===== config.mk =====
export PLATFORM = sky130hd
export DESIGN_NAME = lsq_unit
export DESIGN_NICKNAME = d
export VERILOG_FILES = /design/src/logic/cpu_types_pkg.sv /design/src/logic/lsq_pkg.sv /design/src/logic/lsq_cmd_if.sv /design/src/logic/lsq_alloc_ctl.sv /design/src/logic/lsq_agen.sv /design/src/logic/lsq_queue.sv /design/src/logic/lsq_unit.sv
export SDC_FILE = /design/constraint.sdc
export NUM_CORES = 2
export LEC_CHECK = 0
export ABC_AREA = 1
export BUFFER_PORTS_ARGS = -buffer_cell sky130_fd_sc_hd__buf_2
export CAP_MARGIN = 10
export CELL_PAD_IN_SITES_DETAIL_PLACEMENT = 2
export CELL_PAD_IN_SITES_GLOBAL_PLACEMENT = 2
export CORE_AREA = 5 5 496 498
export CTS_CLUSTER_DIAMETER = 120
export DETAILED_ROUTE_END_ITERATION = 16
export DIE_AREA = 0 0 501 503
export PLACE_DENSITY = 0.62
export SYNTH_ARGS = -nofsm -noshare
export SYNTH_HDL_FRONTEND = slang
export SYNTH_SLANG_ARGS = --single-unit

===== constraint.sdc =====
create_clock -name clk -period 5.13 [get_ports clk]
set_input_delay 1.026 -clock clk [delete_from_list [all_inputs] [get_ports clk]]
set_output_delay 1.026 -clock clk [all_outputs]
set_load 0.05 [all_outputs]

===== src/logic/cpu_types_pkg.sv =====
// CPU-wide types
// Address, data and reorder-buffer widths shared by every unit of the core,
// plus the memory access size code
`default_nettype none

package cpu_types_pkg;

	// Reorder buffer depth and the index that selects one of its entries
	localparam int ROB_ENTRIES = 32;
	typedef logic [$clog2(ROB_ENTRIES)-1:0] rob_ndx_t;

	// Virtual and physical byte addresses
	typedef logic [31:0] vaddr_t;
	typedef logic [31:0] paddr_t;

	// Pages are 4 kB, so the low 12 address bits pass through translation
	localparam int PAGE_OFS_W = 12;
	typedef logic [$bits(paddr_t)-PAGE_OFS_W-1:0] ppn_t;

	// One data word as moved between registers and memory
	typedef logic [63:0] value_t;

	// Access size, encoded as log2 of the byte count
	// A hexi access is too wide to be kept as cached load data
	typedef enum logic [2:0] {
		byt,
		wyde,
		tetra,
		octa,
		hexi
	} memsz_t;

endpackage

`default_nettype wire


===== src/logic/lsq_pkg.sv =====
// Load/store queue types
// Command codes for the queue's command slots, the entry record held per
// queue slot, the sequence number and the cache line constants
`default_nettype none

package lsq_pkg;

	// Commands accepted by the queue; NOP means the slot is idle this cycle
	typedef enum logic [2:0] {
		NOP,
		ENQ,
		INV,
		SETADR,
		INCADR,
		SETRES
	} lsq_cmd_e;

	// Relative age of an entry, counting down from the newest
	typedef logic [6:0] seqnum_t;
	localparam seqnum_t SN_NEW = 7'd127;

	// Cache line geometry
	localparam int LINE_BYTES = 64;
	localparam int LINE_OFS_W = $clog2(LINE_BYTES);

	// Byte shift that aligns data within a line holds any value from 0 to 64
	typedef logic [6:0] shift_t;

	// Progress of an access that may span two lines
	typedef logic [1:0] lsq_state_t;
	localparam lsq_state_t ST_FIRST = 2'b00;
	localparam lsq_state_t ST_LINE2 = 2'b01;

	// One queue slot
	typedef struct packed {
		logic                    v;
		logic                    agen;
		logic                    load;
		logic                    store;
		logic                    loadv;
		logic                    datav;
		lsq_state_t              state;
		cpu_types_pkg::rob_ndx_t rndx;
		cpu_types_pkg::memsz_t   memsz;
		cpu_types_pkg::vaddr_t   vadr;
		cpu_types_pkg::paddr_t   padr;
		shift_t                  shift;
		shift_t                  shift2;
		cpu_types_pkg::value_t   res;
		seqnum_t                 sn;
	} lsq_entry_t;

endpackage

`default_nettype wire


===== src/logic/lsq_cmd_if.sv =====
// Load/store queue command slot
// Carries one command per cycle from a producer into the queue. A command
// is live only in the cycle where cmd is not NOP and is never stalled
`timescale 1ns/1ps
`default_nettype none

interface lsq_cmd_if #(
	parameter int LSQ_ENTRIES = 8
);
	localparam int SLOT_W = $clog2(LSQ_ENTRIES);

	lsq_pkg::lsq_cmd_e       cmd;
	logic [SLOT_W-1:0]       slot;
	cpu_types_pkg::rob_ndx_t rndx;
	cpu_types_pkg::memsz_t   memsz;
	cpu_types_pkg::vaddr_t   vadr;
	// Store data or load result, or the physical address for SETADR
	cpu_types_pkg::value_t   data;
	logic                    exc;
	logic                    load_op;
	logic                    store_op;

	// Producer side
	modport src(output cmd, slot, rndx, memsz, vadr, data, exc, load_op, store_op);

	// Queue side
	modport snk(input cmd, slot, rndx, memsz, vadr, data, exc, load_op, store_op);

endinterface

`default_nettype wire


===== src/logic/lsq_alloc_ctl.sv =====
// Load/store queue slot allocation
// Tracks head, tail and occupancy, keeps the reorder-buffer-to-slot map
// and turns the enqueue, result and retire strobes into queue commands
`timescale 1ns/1ps
`default_nettype none

module lsq_alloc_ctl #(
	parameter int LSQ_ENTRIES = 8,
	localparam int SLOT_W = $clog2(LSQ_ENTRIES)
) (
	input  wire                          clk,
	input  wire                          rst,
	input  wire                          enq,
	input  wire cpu_types_pkg::rob_ndx_t enq_rndx,
	input  wire                          enq_load,
	input  wire                          enq_store,
	input  wire cpu_types_pkg::memsz_t   enq_memsz,
	input  wire cpu_types_pkg::vaddr_t   enq_vadr,
	input  wire                          res,
	input  wire cpu_types_pkg::rob_ndx_t res_rndx,
	input  wire cpu_types_pkg::value_t   res_data,
	input  wire                          ret,
	input  wire                          ret_exc,
	input  wire cpu_types_pkg::rob_ndx_t map_rndx,
	output logic [SLOT_W-1:0]            map_slot,
	output logic                         lsq_full,
	output logic                         lsq_empty,
	lsq_cmd_if.src                       enq_cmd,
	lsq_cmd_if.src                       res_cmd,
	lsq_cmd_if.src                       inv_cmd
);

	typedef logic [SLOT_W-1:0] slot_t;
	typedef logic [SLOT_W:0]   count_t;

	slot_t                   head;
	slot_t                   tail;
	count_t                  count;
	// Which slots hold a live operation, and the rob index owning each one
	logic [LSQ_ENTRIES-1:0]  busy;
	cpu_types_pkg::rob_ndx_t slot_rndx [LSQ_ENTRIES];
	// Slot assigned to each reorder-buffer index
	slot_t                   rob_map [cpu_types_pkg::ROB_ENTRIES];
	logic                    enq_ok;
	logic                    ret_ok;

	assign lsq_full  = (count == count_t'(LSQ_ENTRIES));
	assign lsq_empty = (count == '0);

	// Enqueue while full and retire while empty are dropped here
	assign enq_ok = enq && !lsq_full;
	assign ret_ok = ret && !lsq_empty;

	assign map_slot = rob_map[map_rndx];

	// ========================================================================
	// Control state
	// ========================================================================

	always_ff @(posedge clk) begin
		if (rst) begin
			head        <= '0;
			tail        <= '0;
			count       <= '0;
			busy        <= '0;
			enq_cmd.cmd <= lsq_pkg::NOP;
			res_cmd.cmd <= lsq_pkg::NOP;
			inv_cmd.cmd <= lsq_pkg::NOP;
		end else begin
			enq_cmd.cmd <= enq_ok ? lsq_pkg::ENQ : lsq_pkg::NOP;
			res_cmd.cmd <= res ? lsq_pkg::SETRES : lsq_pkg::NOP;
			inv_cmd.cmd <= ret_ok ? lsq_pkg::INV : lsq_pkg::NOP;
			// Entry count is a power of two so the pointers wrap by themselves
			if (enq_ok) begin
				busy[tail] <= 1'b1;
				tail       <= tail + 1'b1;
			end
			if (ret_ok) begin
				busy[head] <= 1'b0;
				head       <= head + 1'b1;
			end
			count <= count + count_t'(enq_ok) - count_t'(ret_ok);
		end
	end

	// ========================================================================
	// Map and command payloads
	// ========================================================================

	always_ff @(posedge clk) begin
		if (enq_ok) begin
			rob_map[enq_rndx] <= tail;
			slot_rndx[tail]   <= enq_rndx;
		end
		enq_cmd.slot     <= tail;
		enq_cmd.rndx     <= enq_rndx;
		enq_cmd.memsz    <= enq_memsz;
		enq_cmd.vadr     <= enq_vadr;
		enq_cmd.load_op  <= enq_load;
		enq_cmd.store_op <= enq_store;
		res_cmd.slot     <= rob_map[res_rndx];
		res_cmd.rndx     <= res_rndx;
		res_cmd.data     <= res_data;
		// Retirement always takes the oldest slot
		inv_cmd.slot     <= head;
		inv_cmd.rndx     <= slot_rndx[head];
		inv_cmd.exc      <= ret_exc;
	end

	// Fields that a given command does not use are held at zero
	assign enq_cmd.data     = '0;
	assign enq_cmd.exc      = 1'b0;
	assign res_cmd.memsz    = cpu_types_pkg::byt;
	assign res_cmd.vadr     = '0;
	assign res_cmd.exc      = 1'b0;
	assign res_cmd.load_op  = 1'b0;
	assign res_cmd.store_op = 1'b0;
	assign inv_cmd.memsz    = cpu_types_pkg::byt;
	assign inv_cmd.vadr     = '0;
	assign inv_cmd.data     = '0;
	assign inv_cmd.load_op  = 1'b0;
	assign inv_cmd.store_op = 1'b0;

	// A rob index must not be handed a new slot while its old slot is still
	// live, unless that old slot is retiring in the same cycle
	map_no_overwrite: assert property (@(posedge clk) disable iff (rst)
		enq_ok && !(ret_ok && rob_map[enq_rndx] == head) |->
			!(busy[rob_map[enq_rndx]] && slot_rndx[rob_map[enq_rndx]] == enq_rndx))
		else $error("lsq_alloc_ctl: live map entry for rob %0d overwritten", enq_rndx);

endmodule

`default_nettype wire


===== src/logic/lsq_agen.sv =====
// Load/store queue address stage
// Merges the translated page number with the entry's page offset into a
// SETADR command, and follows an access that runs past the end of its
// cache line with an INCADR so that the next line is translated too
`timescale 1ns/1ps
`default_nettype none

module lsq_agen #(
	parameter int LSQ_ENTRIES = 8,
	localparam int SLOT_W = $clog2(LSQ_ENTRIES)
) (
	input  wire                          clk,
	input  wire                          rst,
	input  wire                          agen,
	input  wire cpu_types_pkg::rob_ndx_t agen_rndx,
	input  wire cpu_types_pkg::ppn_t     agen_ppn,
	output cpu_types_pkg::rob_ndx_t      map_rndx,
	input  wire logic [SLOT_W-1:0]       map_slot,
	output logic [SLOT_W-1:0]            rd_slot,
	input  wire lsq_pkg::lsq_entry_t     rd_entry,
	lsq_cmd_if.src                       agen_cmd
);

	// IDLE issues SETADR on demand, LINE2 owes an INCADR for the last slot
	typedef enum logic {
		AG_IDLE,
		AG_LINE2
	} agen_state_e;

	agen_state_e                    state;
	cpu_types_pkg::paddr_t          padr;
	logic [lsq_pkg::LINE_OFS_W-1:0] line_ofs;
	lsq_pkg::shift_t                acc_bytes;
	logic                           crosses;

	// Rob index to slot, then slot to entry, all in the strobe cycle
	assign map_rndx = agen_rndx;
	assign rd_slot  = map_slot;

	assign padr = {agen_ppn, rd_entry.vadr[cpu_types_pkg::PAGE_OFS_W-1:0]};

	// Only the first part of an access can spill into the next line
	assign line_ofs  = rd_entry.vadr[lsq_pkg::LINE_OFS_W-1:0];
	assign acc_bytes = lsq_pkg::shift_t'(1) << rd_entry.memsz;
	assign crosses   = (rd_entry.state == lsq_pkg::ST_FIRST) &&
		(32'(lsq_pkg::shift_t'(line_ofs) + acc_bytes) > lsq_pkg::LINE_BYTES);

	// ========================================================================
	// Command sequencing
	// ========================================================================

	// The core holds off agen for the cycle in which INCADR goes out
	always_ff @(posedge clk) begin
		if (rst) begin
			state        <= AG_IDLE;
			agen_cmd.cmd <= lsq_pkg::NOP;
		end else if (state == AG_LINE2) begin
			state        <= AG_IDLE;
			agen_cmd.cmd <= lsq_pkg::INCADR;
		end else if (agen) begin
			state        <= crosses ? AG_LINE2 : AG_IDLE;
			agen_cmd.cmd <= lsq_pkg::SETADR;
		end else begin
			agen_cmd.cmd <= lsq_pkg::NOP;
		end
	end

	// Payload is captured with SETADR and reused as is by the INCADR
	always_ff @(posedge clk) begin
		if (agen && state == AG_IDLE) begin
			agen_cmd.slot  <= map_slot;
			agen_cmd.rndx  <= agen_rndx;
			agen_cmd.memsz <= rd_entry.memsz;
			agen_cmd.vadr  <= rd_entry.vadr;
			agen_cmd.data  <= cpu_types_pkg::value_t'(padr);
		end
	end

	assign agen_cmd.exc      = 1'b0;
	assign agen_cmd.load_op  = 1'b0;
	assign agen_cmd.store_op = 1'b0;

	// Translation only ever completes for an operation that holds a slot
	agen_on_valid: assert property (@(posedge clk) disable iff (rst)
		agen |-> rd_entry.v)
		else $error("lsq_agen: agen for rob %0d hits invalid slot %0d", agen_rndx, map_slot);

endmodule

`default_nettype wire


===== src/logic/lsq_queue.sv =====
// Load/store queue storage
// Holds one entry per slot and applies the commands arriving on the four
// command slots. Two combinational read ports serve the address stage and
// the peek port of the top level
`timescale 1ns/1ps
`default_nettype none

module lsq_queue #(
	parameter int LSQ_ENTRIES = 8,
	localparam int SLOT_W = $clog2(LSQ_ENTRIES)
) (
	input  wire                    clk,
	input  wire                    rst,
	lsq_cmd_if.snk                 enq_cmd,
	lsq_cmd_if.snk                 agen_cmd,
	lsq_cmd_if.snk                 res_cmd,
	lsq_cmd_if.snk                 inv_cmd,
	input  wire logic [SLOT_W-1:0] rd_slot,
	output lsq_pkg::lsq_entry_t    rd_entry,
	input  wire logic [SLOT_W-1:0] peek_slot,
	output lsq_pkg::lsq_entry_t    peek_entry
);

	localparam int NCMD = 4;

	typedef logic [SLOT_W-1:0] slot_t;

	// One command in flat form, so all ports go through the same decoder
	typedef struct packed {
		lsq_pkg::lsq_cmd_e       cmd;
		slot_t                   slot;
		cpu_types_pkg::rob_ndx_t rndx;
		cpu_types_pkg::memsz_t   memsz;
		cpu_types_pkg::vaddr_t   vadr;
		cpu_types_pkg::value_t   data;
		logic                    exc;
		logic                    load_op;
		logic                    store_op;
	} cmd_t;

	lsq_pkg::lsq_entry_t lsq [LSQ_ENTRIES];
	cmd_t                c [NCMD];
	logic                slot_clash;

	assign c[0] = '{enq_cmd.cmd, enq_cmd.slot, enq_cmd.rndx, enq_cmd.memsz,
		enq_cmd.vadr, enq_cmd.data, enq_cmd.exc, enq_cmd.load_op, enq_cmd.store_op};
	assign c[1] = '{agen_cmd.cmd, agen_cmd.slot, agen_cmd.rndx, agen_cmd.memsz,
		agen_cmd.vadr, agen_cmd.data, agen_cmd.exc, agen_cmd.load_op, agen_cmd.store_op};
	assign c[2] = '{res_cmd.cmd, res_cmd.slot, res_cmd.rndx, res_cmd.memsz,
		res_cmd.vadr, res_cmd.data, res_cmd.exc, res_cmd.load_op, res_cmd.store_op};
	assign c[3] = '{inv_cmd.cmd, inv_cmd.slot, inv_cmd.rndx, inv_cmd.memsz,
		inv_cmd.vadr, inv_cmd.data, inv_cmd.exc, inv_cmd.load_op, inv_cmd.store_op};

	assign rd_entry   = lsq[rd_slot];
	assign peek_entry = lsq[peek_slot];

	// ========================================================================
	// Command decoder
	// ========================================================================

	always_ff @(posedge clk) begin
		if (rst) begin
			for (int i = 0; i < LSQ_ENTRIES; i++)
				lsq[i] <= '0;
		end else begin
			for (int n = 0; n < NCMD; n++) begin
				case (c[n].cmd)
				lsq_pkg::ENQ: begin
					// Every older entry ages by one, the new one starts at the top
					for (int i = 0; i < LSQ_ENTRIES; i++)
						lsq[i].sn <= lsq[i].sn - 1'b1;
					// Clearing also leaves agen, loadv and state at zero
					lsq[c[n].slot]       <= '0;
					lsq[c[n].slot].v     <= 1'b1;
					lsq[c[n].slot].rndx  <= c[n].rndx;
					lsq[c[n].slot].load  <= c[n].load_op;
					lsq[c[n].slot].store <= c[n].store_op;
					lsq[c[n].slot].memsz <= c[n].memsz;
					lsq[c[n].slot].vadr  <= c[n].vadr;
					lsq[c[n].slot].sn    <= lsq_pkg::SN_NEW;
				end
				lsq_pkg::SETADR: begin
					lsq[c[n].slot].agen <= 1'b1;
					lsq[c[n].slot].padr <= cpu_types_pkg::paddr_t'(c[n].data);
					// Line alignment comes from the first part only
					if (lsq[c[n].slot].state == lsq_pkg::ST_FIRST) begin
						lsq[c[n].slot].shift  <=
							lsq_pkg::shift_t'(c[n].data[lsq_pkg::LINE_OFS_W-1:0]);
						lsq[c[n].slot].shift2 <= lsq_pkg::shift_t'(lsq_pkg::LINE_BYTES) -
							lsq_pkg::shift_t'(c[n].data[lsq_pkg::LINE_OFS_W-1:0]);
					end
				end
				lsq_pkg::INCADR: begin
					// Drop agen so the next line goes through translation again
					lsq[c[n].slot].agen  <= 1'b0;
					lsq[c[n].slot].vadr  <= (lsq[c[n].slot].vadr &
						~cpu_types_pkg::vaddr_t'(lsq_pkg::LINE_BYTES - 1)) +
						cpu_types_pkg::vaddr_t'(lsq_pkg::LINE_BYTES);
					lsq[c[n].slot].state <= lsq_pkg::ST_LINE2;
				end
				lsq_pkg::SETRES: begin
					lsq[c[n].slot].res   <= c[n].data;
					lsq[c[n].slot].datav <= 1'b1;
				end
				lsq_pkg::INV: begin
					lsq[c[n].slot].v     <= 1'b0;
					lsq[c[n].slot].agen  <= 1'b0;
					lsq[c[n].slot].datav <= 1'b0;
					lsq[c[n].slot].load  <= 1'b0;
					lsq[c[n].slot].store <= 1'b0;
					lsq[c[n].slot].state <= lsq_pkg::ST_FIRST;
					// res stays behind as cached load data if the load was clean
					lsq[c[n].slot].loadv <= lsq[c[n].slot].load && !c[n].exc &&
						(lsq[c[n].slot].memsz inside {cpu_types_pkg::byt,
						cpu_types_pkg::wyde, cpu_types_pkg::tetra, cpu_types_pkg::octa});
				end
				default: ;
				endcase
			end
		end
	end

	// Producers must never aim two commands at one slot in the same cycle
	always_comb begin
		slot_clash = 1'b0;
		for (int a = 0; a < NCMD - 1; a++)
			for (int b = a + 1; b < NCMD; b++)
				if (c[a].cmd != lsq_pkg::NOP && c[b].cmd != lsq_pkg::NOP &&
					c[a].slot == c[b].slot)
					slot_clash = 1'b1;
	end

	one_cmd_per_slot: assert property (@(posedge clk) disable iff (rst) !slot_clash)
		else $error("lsq_queue: two commands target one slot in the same cycle");

endmodule

`default_nettype wire


===== src/logic/lsq_unit.sv =====
// Load/store queue subsystem
// Connects slot allocation, the address stage and the queue storage
// through four command slots, and exposes a peek port and status levels
`timescale 1ns/1ps
`default_nettype none

module lsq_unit #(
	parameter int LSQ_ENTRIES = 8,
	localparam int SLOT_W = $clog2(LSQ_ENTRIES)
) (
	input  wire                          clk,
	input  wire                          rst,
	input  wire                          enq,
	input  wire cpu_types_pkg::rob_ndx_t enq_rndx,
	input  wire                          enq_load,
	input  wire                          enq_store,
	input  wire cpu_types_pkg::memsz_t   enq_memsz,
	input  wire cpu_types_pkg::vaddr_t   enq_vadr,
	input  wire                          agen,
	input  wire cpu_types_pkg::rob_ndx_t agen_rndx,
	input  wire cpu_types_pkg::ppn_t     agen_ppn,
	input  wire                          res,
	input  wire cpu_types_pkg::rob_ndx_t res_rndx,
	input  wire cpu_types_pkg::value_t   res_data,
	input  wire                          ret,
	input  wire                          ret_exc,
	input  wire logic [SLOT_W-1:0]       peek_slot,
	output lsq_pkg::lsq_entry_t          peek_entry,
	output logic                         lsq_full,
	output logic                         lsq_empty
);

	cpu_types_pkg::rob_ndx_t map_rndx;
	logic [SLOT_W-1:0]       map_slot;
	logic [SLOT_W-1:0]       rd_slot;
	lsq_pkg::lsq_entry_t     rd_entry;

	lsq_cmd_if #(.LSQ_ENTRIES(LSQ_ENTRIES)) enq_cmd ();
	lsq_cmd_if #(.LSQ_ENTRIES(LSQ_ENTRIES)) res_cmd ();
	lsq_cmd_if #(.LSQ_ENTRIES(LSQ_ENTRIES)) inv_cmd ();
	lsq_cmd_if #(.LSQ_ENTRIES(LSQ_ENTRIES)) agen_cmd ();

	lsq_alloc_ctl #(.LSQ_ENTRIES(LSQ_ENTRIES)) u_alloc (
		.clk, .rst,
		.enq, .enq_rndx, .enq_load, .enq_store, .enq_memsz, .enq_vadr,
		.res, .res_rndx, .res_data,
		.ret, .ret_exc,
		.map_rndx, .map_slot,
		.lsq_full, .lsq_empty,
		.enq_cmd, .res_cmd, .inv_cmd
	);

	lsq_agen #(.LSQ_ENTRIES(LSQ_ENTRIES)) u_agen (
		.clk, .rst,
		.agen, .agen_rndx, .agen_ppn,
		.map_rndx, .map_slot,
		.rd_slot, .rd_entry,
		.agen_cmd
	);

	lsq_queue #(.LSQ_ENTRIES(LSQ_ENTRIES)) u_queue (
		.clk, .rst,
		.enq_cmd, .agen_cmd, .res_cmd, .inv_cmd,
		.rd_slot, .rd_entry,
		.peek_slot, .peek_entry
	);

endmodule

`default_nettype wire


==> summary.txt <==
=================================================================================================================
Max-slew violation total from the final report                                                                  0
Total of endpoints with negative setup slack in the final report                                                0
Critical path launch point                                                                           agen_rndx[0]
Final-report hold violation count                                                                               0
Most common library cell in the layout ignoring fill and taps                                              nor2_1
# resized after CTS                                                                                             0
Count of yosys warnings during synthesis                                                                        0
Area of the core                                                                                        0.242 mm²
Setup repair after global routing missed its margin                                                            no
Detailed-route vias per instance                                                                             5.33
Layout cells sized above 1                                                                                  12.3%
Endpoint type of the worst setup path                                                                    register
Relative area change from synthesis to final layout                                                         18.3%
Net count reported at finish                                                                                 7904
Max-cap violations                                                                                              0
Cells after synthesis                                                                                        7476
Final Routed Wirelength                                                                                 296000 µm
Predominant post-synthesis flop cell                                                                     edfxtp_1
Worst-case headroom to the max-slew limit                                                                   17.1%
Cell types with the largest area share after synthesis                                               edfxtp_1 58%, nor2_1 12%, o21ai_0 6.4%, dfxtp_1 4.6%, nand2_1 3.2%
Startpoint kind of the worst setup timing path                                                          input pin
Wire length of the first global-routing pass                                                            430000 µm
RePlAce Congestion                                                                                          0.847
Power per unit of standard cell area                                                                   397 mW/mm²
Multiplexer fraction of the synthesized cell area                                                              0%
Clock period minus final worst setup slack                                                                4470 ps
Largest vdd supply drop                                                                                  0.300 mV
Drc violations                                                                                                  0
Number of distinct standard cells referenced by the synthesized netlist                                        53
Maximum clock frequency                                                                                   224 MHz
Die Outline Area                                                                                        0.252 mm²
Yosys top cell by area                                                                                   edfxtp_1
Clock insertion delay at the later pin of the skew report                                                  840 ps
Proportion of synthesized chip area in sequential cells                                                     62.9%
Drt initial violations                                                                                       4000
Setup clock skew after layout                                                                             36.0 ps
# rows                                                                                                        181
Arithmetic-cell share of the synthesized area counting full adders, half adders and majority gates         0.473%
Drt wl/cell                                                                                               26.6 µm
WP data arrival                                                                                           5210 ps
Die extent in y                                                                                            503 µm
Hold_sp                                                                                              res_data[13]
Number of synthesized flops with an enable pin                                                               1395
Xor/xnor share of the synthesized area                                                                     0.389%
Crit path kind                                                                                       input pin to register
Mean cell area of the mapped netlist                                                                     9.63 µm²
Post-CTS Setup Inserts                                                                                          0
Count of hold-fix buffers inserted at cts                                                                       0
H-tree depth                                                                                                    4
Design Power                                                                                              33.8 mW
Number of detailed-route iterations in the first pass                                                           5
Top library cells by usage in the layout, fill and taps aside                                        2199 x nor2_1, 1395 x edfxtp_1, 918 x o21ai_0
TritonCTS clock tree                                                                                         done
Period utilisation layout                                                                                   87.2%
Reg2reg start                                                                                        u_alloc.rob_map[13][0]
Maximum fanout along the worst path                                                                            47
Compound-gate portion of the synthesized area                                                               13.9%
Synthesized area                                                                                       0.0720 mm²
Clock slew at reported path FFs                                                                             60 ps
Antenna-violating nets left                                                                                     0
Maximum number of pins on one net before global-route repair                                                  107
Share of Yosys cell area claimed by the top area cell type                                                  58.2%
Die X                                                                                                      501 µm
Number of buffers inserted during clock tree synthesis                                                        188
Via count of the first global-routing pass                                                                  63500
Combinational family with the most area after synthesis                                              simple AND/OR/NAND/NOR gates
Result of the run                                                                                    complete, no violations
# clock sinks                                                                                                1562
Maximum cell stage delay along the critical path                                                           360 ps
FFs w/ async S/R, synth                                                                                        0%
WP data required                                                                                          5860 ps
Overall routing resource usage                                                                              22.8%
Leakage power figure                                                                                      32.0 nW
Class of the worst hold path                                                                         input pin to register
Clock root buffer                                                                                       clkbuf_16
Grt ovf                                                                                                         0
Slowest stage cell on the critical path                                                                   a31oi_1
Worst hold slack                                                                                           278 ps
Worst-margin pin slew                                                                                     1230 ps
Total number of vias                                                                                        59200
Final setup TNS                                                                                              0 ps
Longest Clk Path Bufs                                                                                           3
Antenna violations before repair                                                                               11
Critical Path Most Common Cell                                                                            nand2_1
Starting density of the core                                                                                29.8%
I/O pin cnt                                                                                                   313
Area share of and/or/nand/nor cells after synthesis                                                         16.9%
# port buffers                                                                                                310
Final HPWL DP                                                                                           185000 µm
Number of synthesized register bits                                                                          1562
=================================================================================================================
stage by stage:
| step | worst slack, ps | cells | cell area [µm²] | util, % |
|---|---|---|---|---|
| detailed placement | -128 | 10700 | 78800 | 32.6 |
| finish | 656 | 11100 | 85100 | 35.2 |
| CTS | 738 | 11100 | 85100 | 35.2 |
| global route | 445 | 11100 | 85100 | 35.2 |
| global placement | 61.5 | 10700 | 78800 | 32.6 |
| floorplan | 585 | 7477 | 72000 | - |
path summary, 6_finish.rpt:
path,end,depth (start not counted),slack (ps)
setup / recovery,u_agen.state,28,660
hold / removal,u_alloc.res_cmd.data[13],1,280
setup reg to reg,u_agen.state,25,1020
hold reg to reg,u_alloc.inv_cmd.slot[2],0,380
synthesized netlist by cell type (47+ instances only):
library cell / count
nor2_1: 2205
nand3_1: 155
a21oi_1: 212
buf_1: 47
o22ai_1: 294
clkbuf_1: 358
o211ai_1: 56
nand2_1: 616
dfxtp_1: 167
buf_2: 61
inv_1: 425
o21ai_1: 68
a31oi_1: 181
o21ai_0: 918
edfxtp_1: 1395
power by group:
| part | internal [mW] | total (mW) | switching (mW) |
|---|---|---|---|
| Combinational | 1.32 | 5.20 | 3.88 |
| Clock | 7.85 | 13.6 | 5.77 |
| Sequential | 14.6 | 15.0 | 0.362 |
sequential cells by signal, indices dropped and copies added (netlist names), 4 cells and up, named ones only:
name                  flops
u_queue.lsq            1296
u_alloc.rob_map          96
u_alloc.res_cmd.data     64
u_alloc.enq_cmd.vadr     32
u_agen.agen_cmd.data     20
u_agen.agen_cmd.vadr     12
u_alloc.enq_cmd.rndx      5
u_alloc.count             4
area by class of cell:
class	instances	area [µm²]
clock inverters	92	995
multi-input cells	4953	22900
diodes	9	22.5
fillers	26100	157000
flip-flops and latches	1562	45200
inverters	450	1720
repair buffers	577	4920
well taps	3202	4010
clock buffers	264	5250
worst max-delay path, delay by kind of cell:
kind	cells	cell delay (ps)
compound gates	4	900
simple gates	16	1500
xor+xnor	1	220
fa+ha+maj	1	350
buf+inv	6	1170
layer usage:
| layer | up-vias | track usage [%] | share of wire [%] |
|---|---|---|---|
| met1 | 31100 | 31.2 | 46 |
| li1 | 26400 | - | - |
| met3 | 386 | 2.67 | 4.1 |
| met2 | 1350 | 38.6 | 48 |
| met4 | 0 | 5.66 | 2.3 |
| met5 | - | 0 | 0 |
cell families (layout without fill, tap and decap cells):
kind of cell,count (synthesis),in the layout
AO/OA/AOI/OAI,1796,1796
XOR/XNOR,32,32
adder cells (fa/ha/maj),26,26
buffers and inverters,962,1383
flip-flops,1562,1562
other,1,11
AND/OR/NAND/NOR,3097,3097
Note: power is estimated with default switching activity, not from simulation.
